**src/design/idct_pkg.sv**
```systemverilog
package idct_pkg;

    typedef logic signed [15:0] coef_t;
    typedef logic signed [31:0] acc_t;
    typedef logic [7:0] pixel_t;
    typedef logic [17:0] sram_addr_t;
    typedef logic [15:0] sram_data_t;
    typedef logic [5:0] buf_addr_t;
    typedef logic [4:0] blk_idx_t;

    // Image grid in 8x8 blocks
    localparam int BLOCK_ROWS = 2;
    localparam int BLOCK_COLS = 3;
    localparam int IMG_WIDTH = BLOCK_COLS * 8;

    // Memory map
    localparam sram_addr_t PRE_IDCT_BASE = 18'd0;
    localparam sram_addr_t PIXEL_BASE = 18'd4096;
    localparam int SRAM_READ_LATENCY = 2;

    localparam int T_SHIFT = 8;
    localparam int S_SHIFT = 16;

    // Cosine basis scaled by 4096, [frequency][sample]
    localparam int IDCT_COEF [8][8] = '{
        '{1448,  1448,  1448,  1448,  1448,  1448,  1448,  1448},
        '{2008,  1702,  1137,   399,  -399, -1137, -1702, -2008},
        '{1892,   783,  -783, -1892, -1892,  -783,   783,  1892},
        '{1702,  -399, -2008, -1137,  1137,  2008,   399, -1702},
        '{1448, -1448, -1448,  1448,  1448, -1448, -1448,  1448},
        '{1137, -2008,   399,  1702, -1702,  -399,  2008, -1137},
        '{ 783, -1892,  1892,  -783,  -783,  1892, -1892,   783},
        '{ 399, -1137,  1702, -2008,  2008, -1702,  1137,  -399}
    };

    typedef enum logic [2:0] {
        S_IDLE,
        S_LEADIN_FETCH,
        S_LEADIN_CT,
        S_COMMON_CS_FETCH,
        S_COMMON_WS_CT,
        S_LEADOUT_CS,
        S_LEADOUT_WS,
        S_DONE
    } seq_state_t;

endpackage
```
**src/design/block_ram_if.sv**
```systemverilog
`timescale 1ns/1ps

interface block_ram_if;
    import idct_pkg::*;

    // Port a writes, port b reads
    buf_addr_t address_a;
    acc_t write_data_a;
    logic write_en_a;
    buf_addr_t address_b;
    acc_t read_data_b;

    modport writer (output address_a, output write_data_a, output write_en_a);
    modport reader (output address_b, input read_data_b);
    modport mem (
        input address_a,
        input write_data_a,
        input write_en_a,
        input address_b,
        output read_data_b
    );

endinterface

```
**src/design/compute_t.sv**
```systemverilog
`timescale 1ns/1ps

module compute_t (
    input logic Clock_50,
    input logic Resetn,
    input logic req,
    output logic ack,
    block_ram_if.reader sp_rd,
    block_ram_if.writer t_wr
);
    import idct_pkg::*;

    logic running;
    logic [8:0] cnt;
    logic vld1, last1;
    logic [2:0] k1, c1;
    buf_addr_t out_addr1;
    acc_t acc, product, sum;

    // cnt is {row, col, k}, S' walked along the row
    assign sp_rd.address_b = {cnt[8:6], cnt[2:0]};

    assign product = sp_rd.read_data_b * acc_t'(IDCT_COEF[k1][c1]);
    assign sum = (k1 == 3'd0) ? product : acc + product;

    assign t_wr.address_a = out_addr1;
    assign t_wr.write_data_a = sum >>> T_SHIFT;
    assign t_wr.write_en_a = vld1 && (k1 == 3'd7);

    always_ff @(posedge Clock_50 or negedge Resetn) begin
        if (!Resetn) begin
            running <= 1'b0;
            cnt <= '0;
            vld1 <= 1'b0;
            last1 <= 1'b0;
            ack <= 1'b0;
        end else begin
            vld1 <= running;
            last1 <= running && (cnt == 9'd511);
            if (running) begin
                cnt <= cnt + 9'd1;
                if (cnt == 9'd511) running <= 1'b0;
            end else if (req && !ack && !vld1) begin
                running <= 1'b1;
                cnt <= '0;
            end
            if (last1) begin
                ack <= 1'b1;
            end else if (ack && !req) begin
                ack <= 1'b0;
            end
        end
    end

    // Second stage lines up with the registered S' read
    always_ff @(posedge Clock_50) begin
        k1 <= cnt[2:0];
        c1 <= cnt[5:3];
        out_addr1 <= cnt[8:3];
        acc <= sum;
    end

endmodule

```
**src/flat_wrapper.sv**
```systemverilog
// flat-port wrapper written by rule: the top's interface ports become plain ports
module compute_t_flat import idct_pkg::*;
  (Clock_50, Resetn, req, ack, sp_rd_address_b, sp_rd_read_data_b, t_wr_address_a, t_wr_write_data_a, t_wr_write_en_a);
  block_ram_if sp_rd_i ();
  block_ram_if t_wr_i ();
  input logic Clock_50;
  input logic Resetn;
  input logic req;
  output logic ack;
  output wire logic [$bits(sp_rd_i.address_b)-1:0] sp_rd_address_b;
  input wire logic [$bits(sp_rd_i.read_data_b)-1:0] sp_rd_read_data_b;
  output wire logic [$bits(t_wr_i.address_a)-1:0] t_wr_address_a;
  output wire logic [$bits(t_wr_i.write_data_a)-1:0] t_wr_write_data_a;
  output wire logic [$bits(t_wr_i.write_en_a)-1:0] t_wr_write_en_a;
  assign sp_rd_address_b = sp_rd_i.address_b;
  assign sp_rd_i.read_data_b = sp_rd_read_data_b;
  assign t_wr_address_a = t_wr_i.address_a;
  assign t_wr_write_data_a = t_wr_i.write_data_a;
  assign t_wr_write_en_a = t_wr_i.write_en_a;
  compute_t u_core (.Clock_50(Clock_50), .Resetn(Resetn), .req(req), .ack(ack), .sp_rd(sp_rd_i), .t_wr(t_wr_i));
endmodule
```
**config.mk**
```make
export PLATFORM = sky130hd
export DESIGN_NAME = compute_t_flat
export DESIGN_NICKNAME = d
export VERILOG_FILES = /design/src/design/idct_pkg.sv /design/src/design/block_ram_if.sv /design/src/design/compute_t.sv /design/src/flat_wrapper.sv
export SDC_FILE = /design/constraint.sdc
export NUM_CORES = 1
export LEC_CHECK = 0
export ABC_AREA = 0
export BUFFER_PORTS_ARGS = -buffer_cell sky130_fd_sc_hd__buf_2
export CELL_PAD_IN_SITES_DETAIL_PLACEMENT = 0
export CELL_PAD_IN_SITES_GLOBAL_PLACEMENT = 1
export CORE_MARGIN = 4
export CORE_UTILIZATION = 55
export CTS_CLUSTER_SIZE = 14
export DETAILED_ROUTE_END_ITERATION = 10
export GPL_TIMING_DRIVEN = 0
export PLACE_DENSITY = 0.9
export SYNTH_ARGS = -nofsm -noshare
export SYNTH_HDL_FRONTEND = slang
export SYNTH_SLANG_ARGS = --single-unit
```
**constraint.sdc**
```tcl
create_clock -name Clock_50 -period 29.8 [get_ports Clock_50]
set_clock_uncertainty 0.15 [all_clocks]
set_input_delay 1.49 -clock Clock_50 [delete_from_list [all_inputs] [get_ports Clock_50]]
set_output_delay 1.49 -clock Clock_50 [all_outputs]
set_load 0.02 [all_outputs]
```
=== Word-level counts from Yosys, hierarchy flattened ===
Memories as Yosys holds them, arrays and structs flattened.
Cells that the tools add are included.

* Logic and storage cells: 43
* Memory bits (read-only): 2048
* Output and inout bits: 46
* Flip-flop bits (word level): 57
* Memories: 1

* Mux-type cells: 13
* Bitwise logic cells: 2
* Add/subtract/negate cells: 2
* Equality and inequality tests: 2
* Reduce and logical (&&, ||, !) cells: 11
* Order comparisons: 2
* Multiply operators: 1

{| class="wikitable"
|+ Memory list
! memory !! depth !! bits a word !! rd ports !! clocked after memory_dff !! write ports !! RTL line !! RTL
|-
| (no name shown) || 8 || 256 || 1 || 0 || 0 || compute_t.sv:23 || <nowiki>assign product = sp_rd.read_data_b * acc_t'(IDCT_COEF[k1][c1]);</nowiki>
|}

{| class="wikitable"
|+ Operators by type and width
! kind !! count
|-
| 256-bit two-way mux || 2
|-
| 32-bit binary-select mux with 3-bit select || 1
|-
| 32-bit two-way mux || 3
|-
| 32-bit adder || 1
|-
| 32-bit by 32-bit multiplier with 32-bit output || 1
|-
| 9-bit two-way mux || 2
|-
| 9-bit by 1-bit adder with 9-bit output, second input constant || 1
|-
| 9-bit == test, second input constant || 1
|-
| 4-bit >= comparator, second input constant || 2
|-
| 3-bit inverter with 4-bit output || 2
|-
| 1-bit logical AND || 5
|-
| 1-bit two-way mux || 5
|-
| 2-bit nonzero test || 2
|-
| 3-bit == test, second input constant || 1
|-
| 1-bit zero test || 3
|-
| 3-bit zero test || 1
|}

=== Depth between registers and ports, before layout ===
* Depth in word-level cells: 10
* Gate-level depth with buffers: 49

=== Worst setup path before layout ===
No wires, ideal clock.

* Path type: register to output
* Start: reg u_core.k1[1]
* End: out t_wr_write_data_a[23]
* Required time: 28160 ps
* Cell stages (with the launch flop): 46
* Arrival time: 10598 ps
* Setup slack: 17562 ps
* Buffers on the path: 5
* Path through: dfxtp_1 > buf_2 > inv_1 > ha_1 > buf_2 > and2b_1 > nor2_1 > mux4_2 > mux2i_1 > clkbuf_1 > clkbuf_1 > and2_1 > fa_1 > fa_1 > inv_1 > fa_1 > fa_1 > inv_1 > [... 10 more ...] > o31ai_1 > a31o_2 > a21oi_1 > o21bai_1 > a21oi_1 > o21bai_1 > xor2_1 > ha_1 > a21oi_1 > nor2b_1 > nor2_1 > inv_1 > or3_1 > a21oi_1 > o211ai_1 > o31ai_1 > xnor3_1 > buf_4

* Longest elaborated chain between the ends: 10

{| class="wikitable"
|+ RTL lines
! what !! RTL line !! RTL
|-
| start, declared || compute_t.sv:16 || <nowiki>logic [2:0] k1, c1;</nowiki>
|-
| start signal, assigned || compute_t.sv:57 || <nowiki>k1 <= cnt[2:0];</nowiki>
|-
| 3-bit inverter with 4-bit output (not written as such) || compute_t.sv:23 ||
|-
| memory read 8 x 256 bit || n/a ||
|-
| 256-bit two-way mux (not written as such) (2 in a row) || compute_t.sv:23 ||
|-
| 32-bit binary-select mux with 3-bit select || compute_t.sv:23 ||
|-
| 32-bit two-way mux (not written as such) (2 in a row) || compute_t.sv:23 ||
|-
| 32-bit by 32-bit multiplier with 32-bit output || compute_t.sv:23 ||
|-
| 32-bit adder || compute_t.sv:24 || <nowiki>assign sum = (k1 == 3'd0) ? product : acc + product;</nowiki>
|-
| 32-bit two-way mux (*) || compute_t.sv:24 ||
|-
| end, declared || flat_wrapper.sv:13 || <nowiki>output wire logic [$bits(t_wr_i.write_data_a)-1:0] t_wr_write_data_a;</nowiki>
|}

Mark *: on every way between the ends. The rest lies on a longest branch, timed or not. The select of a mux whose other input is x is not followed.

=== Final worst setup path ===
* Start: reg u_core.k1[1]
* End: out t_wr_write_data_a[24]

Same word-level chain as after synthesis.

==> flow_summary.toml <==
[synthesis]
synth_common_cells = "inv_1, fa_1, and2_1, ha_1, nand2_1"
synth_top_area_cell = "fa_1"
synthesis.area_um2 = 18490
synth-edff-count = 0
synth.top_cell.area_share = 0.3876
postSynthCellCount = 2039
async_flop_share = 0.2407
avgSynthCellArea_um2 = 9.069
yosys_warnings = 0
seq_area_frac_synth = 0.06198
synth_cell_types = 70
ys_ff_latch = 54
synth_flop_cell = "dfxtp_1"
syn_nets = 2621
synth_area_leaders = "fa_1, ha_1, inv_1"
yosysMostFrequentCell = "inv_1"

[clocking]
cts_max_path_buffers = 2
clk_latency_ps = 310
h-tree-depth = 2
tritoncts = "done"
numCtsBuffers = 5
clockRootBuffer = "clkbuf_16"
clock_sinks = 54
cts_hold_buf = 0
postCtsSetupBuffers = 0
ctsResizeCount = 0
clk_pin_slew_worst_paths_ps = 70

[placed_design]
place_congestion = 0.9738
hpwl_um = 44310
io_buffer_count = 78

[timing]
min_period_ps = 14980
hold_viol_final = 0
rsz0062_at_grt = "false"
setup_tns_ps = 0
maxSlewViolCount = 0
max_slew_margin = 0.2996
finalCritPeriodShare = 0.5026
fmax_ghz = 0.06676
worst_pin_slew_ps = 1041
setup_viol = 0

[die]
die-area_um2 = 36620
rows = 66
fp.coreArea_um2 = 32870
io_pins = 81
fp.dieW_um = 191.4
start_util = 0.5626
fp.dieH_um = 191.4

[critical_path]
crit_end = "t_wr_write_data_a[24]"
path_max_fanout = 10
start_kind = "register"
startpoint = "u_core.k1[1]"
crit_path_frequent_cell = "fa_1"
r2r_start = "u_core.k1[1]"
max_stage_delay_ps = 560
ff2ff_path_depth = 44
crit_path_end_kind = "primary output"
reg2reg_to = "u_core.acc[31]"
timing.critical_path.required_ps = 28160
cp_slowest_cell = "xnor3_1"
r2r_slack_ps = 16820
crit_arrival_ps = 13340
critPathKind = "reg2out"

[routing]
wl_per_cell_um = 19.97
viasPerCell = 5.525
drc = 0
firstDrtPassIters = 5
postRouteAntennaNets = 0
drt-initial-drc-count = 991
vias = 14180
wirelength_um = 51260

[finish]
nets = 2706
fill_cells = 2998
num_antenna_cells = 0
multi_input_area_um2 = 15140
regArea_um2 = 1146
drive_gt1_frac = 0.08235
syn_to_final_growth_pct = 5.941

[worst_hold_path]
hp-class = "reg2reg"

[global_route]
grt_max_degree = 18
grtUsageTotal = 0.2885
grt_pass1_wl_um = 81630
grt_overflow = 0
first_global_vias = 15040
antenna_found_initial = 1

[flow_run]
cap_violations = 0

[outcome]
outcome = "complete, no violations"
-- logic make-up after synthesis --
kind of cell / Yosys count / share of synthesized area
adder cells (fa/ha/maj): 547 / 0.5155
multiplexers: 30 / 0.02497
AO/OA/AOI/OAI: 247 / 0.08444
flip-flops: 54 / 0.06198
AND/OR/NAND/NOR: 523 / 0.1452
XOR/XNOR: 98 / 0.04865
buffers and inverters: 540 / 0.1193
-- final cells by class --
class / instances / share of cell area
Buffer: 121 / 0.03232
Inverter: 419 / 0.08028
Sequential cell: 54 / 0.05850
Clock buffer: 6 / 0.007089
Tap cell: 442 / 0.02823
Multi-Input combinational cell: 1445 / 0.7728
Timing Repair Buffer: 78 / 0.01993
Clock inverter: 2 / 0.0008303
-- layer usage --
layer / track usage / part of all wire / wire length [µm] / vias up
met5: 0 / 0.00020 / 10 / -
met2: 0.4902 / 0.48 / 24640 / 517
met1: 0.3853 / 0.42 / 21490 / 7135
li1: - / - / - / 6434
met4: 0.08260 / 0.033 / 1688 / 2
met3: 0.04492 / 0.067 / 3426 / 94
-- stage by stage --
stage          worst slack (ps)  cell area, µm²  utilization  instances  hold WS [ps]
2_1_floorplan             17560           18490            -       2039         222.2
4_1_cts                   14860           19590       0.5960       2567         265.2
5_1_grt                   14130           19590       0.5960       2567         293.5
3_5_place_dp              15220           19430       0.5913       2559         243.7
6_report                  14820           19590       0.5960       2567         274.7
3_3_place_gp              15350           19430       0.5913       2559         233.1
-- state kept, by name (all words and copies together) (netlist names) --
| signal | flops |
|---|---|
| u_core.acc | 32 |
| u_core.cnt | 9 |
| u_core.k1 | 3 |
| u_core.running | 1 |
| u_core.last1 | 1 |
| u_core.t_wr.address_a | 4 |
| u_core.ack | 1 |
| u_core.c1 | 2 |
| u_core.vld1 | 1 |
-- layout by cell type (no fill, tap or decap), types with 4 or more instances in the layout --
master and n:
o31ai_1 13, and2_1 193, nor2_1 62, buf_2 89, buf_4 40, and3_1 6, clkbuf_1 64, o21a_1 8
a211oi_1 6, ha_1 189, clkbuf_16 5, o22ai_1 4, nor2b_1 18, mux2_2 9, xnor2_1 68, o21ai_0 52
nand3_1 11, mux2i_1 9, a21o_1 28, xor2_1 27, o211ai_1 6, nand2_1 176, fa_1 358, or2_2 9
buf_1 4, dfxtp_1 41, nor3_1 10, a21oi_1 77, mux4_2 11, dfrtp_1 13, nand4_1 7, inv_1 416
a31oi_1 9, nor3b_1 4, a211o_1 6, o21bai_1 12, nand2b_1 10
-- worst min path at each step --
stage / startpoint / to / slack, ps / cells past startpoint
3_3_place_gp: u_core.running / u_core.vld1 / 230 / 0
4_1_cts: u_core.running / u_core.vld1 / 270 / 0
5_1_grt: u_core.running / u_core.vld1 / 290 / 0
2_1_floorplan: u_core.running / u_core.vld1 / 220 / 0
3_5_place_dp: u_core.running / u_core.vld1 / 240 / 0
6_report: u_core.running / u_core.vld1 / 270 / 0
-- worst max-delay path: cells and delay by family (launching register included) --
family	cells	cell delay, ps
adders and majority gates	11	4970
muxes	2	800
xor gates and xnor gates	2	710
buffers and inverters	12	2350
and+or+nand+nor	6	1200
DFF	1	440
AOI/OAI and AO/OA	13	2570
Power is left out: the tool's default activity adds up to more than one toggle a clock period on the data nets, which glitch-free logic cannot reach.
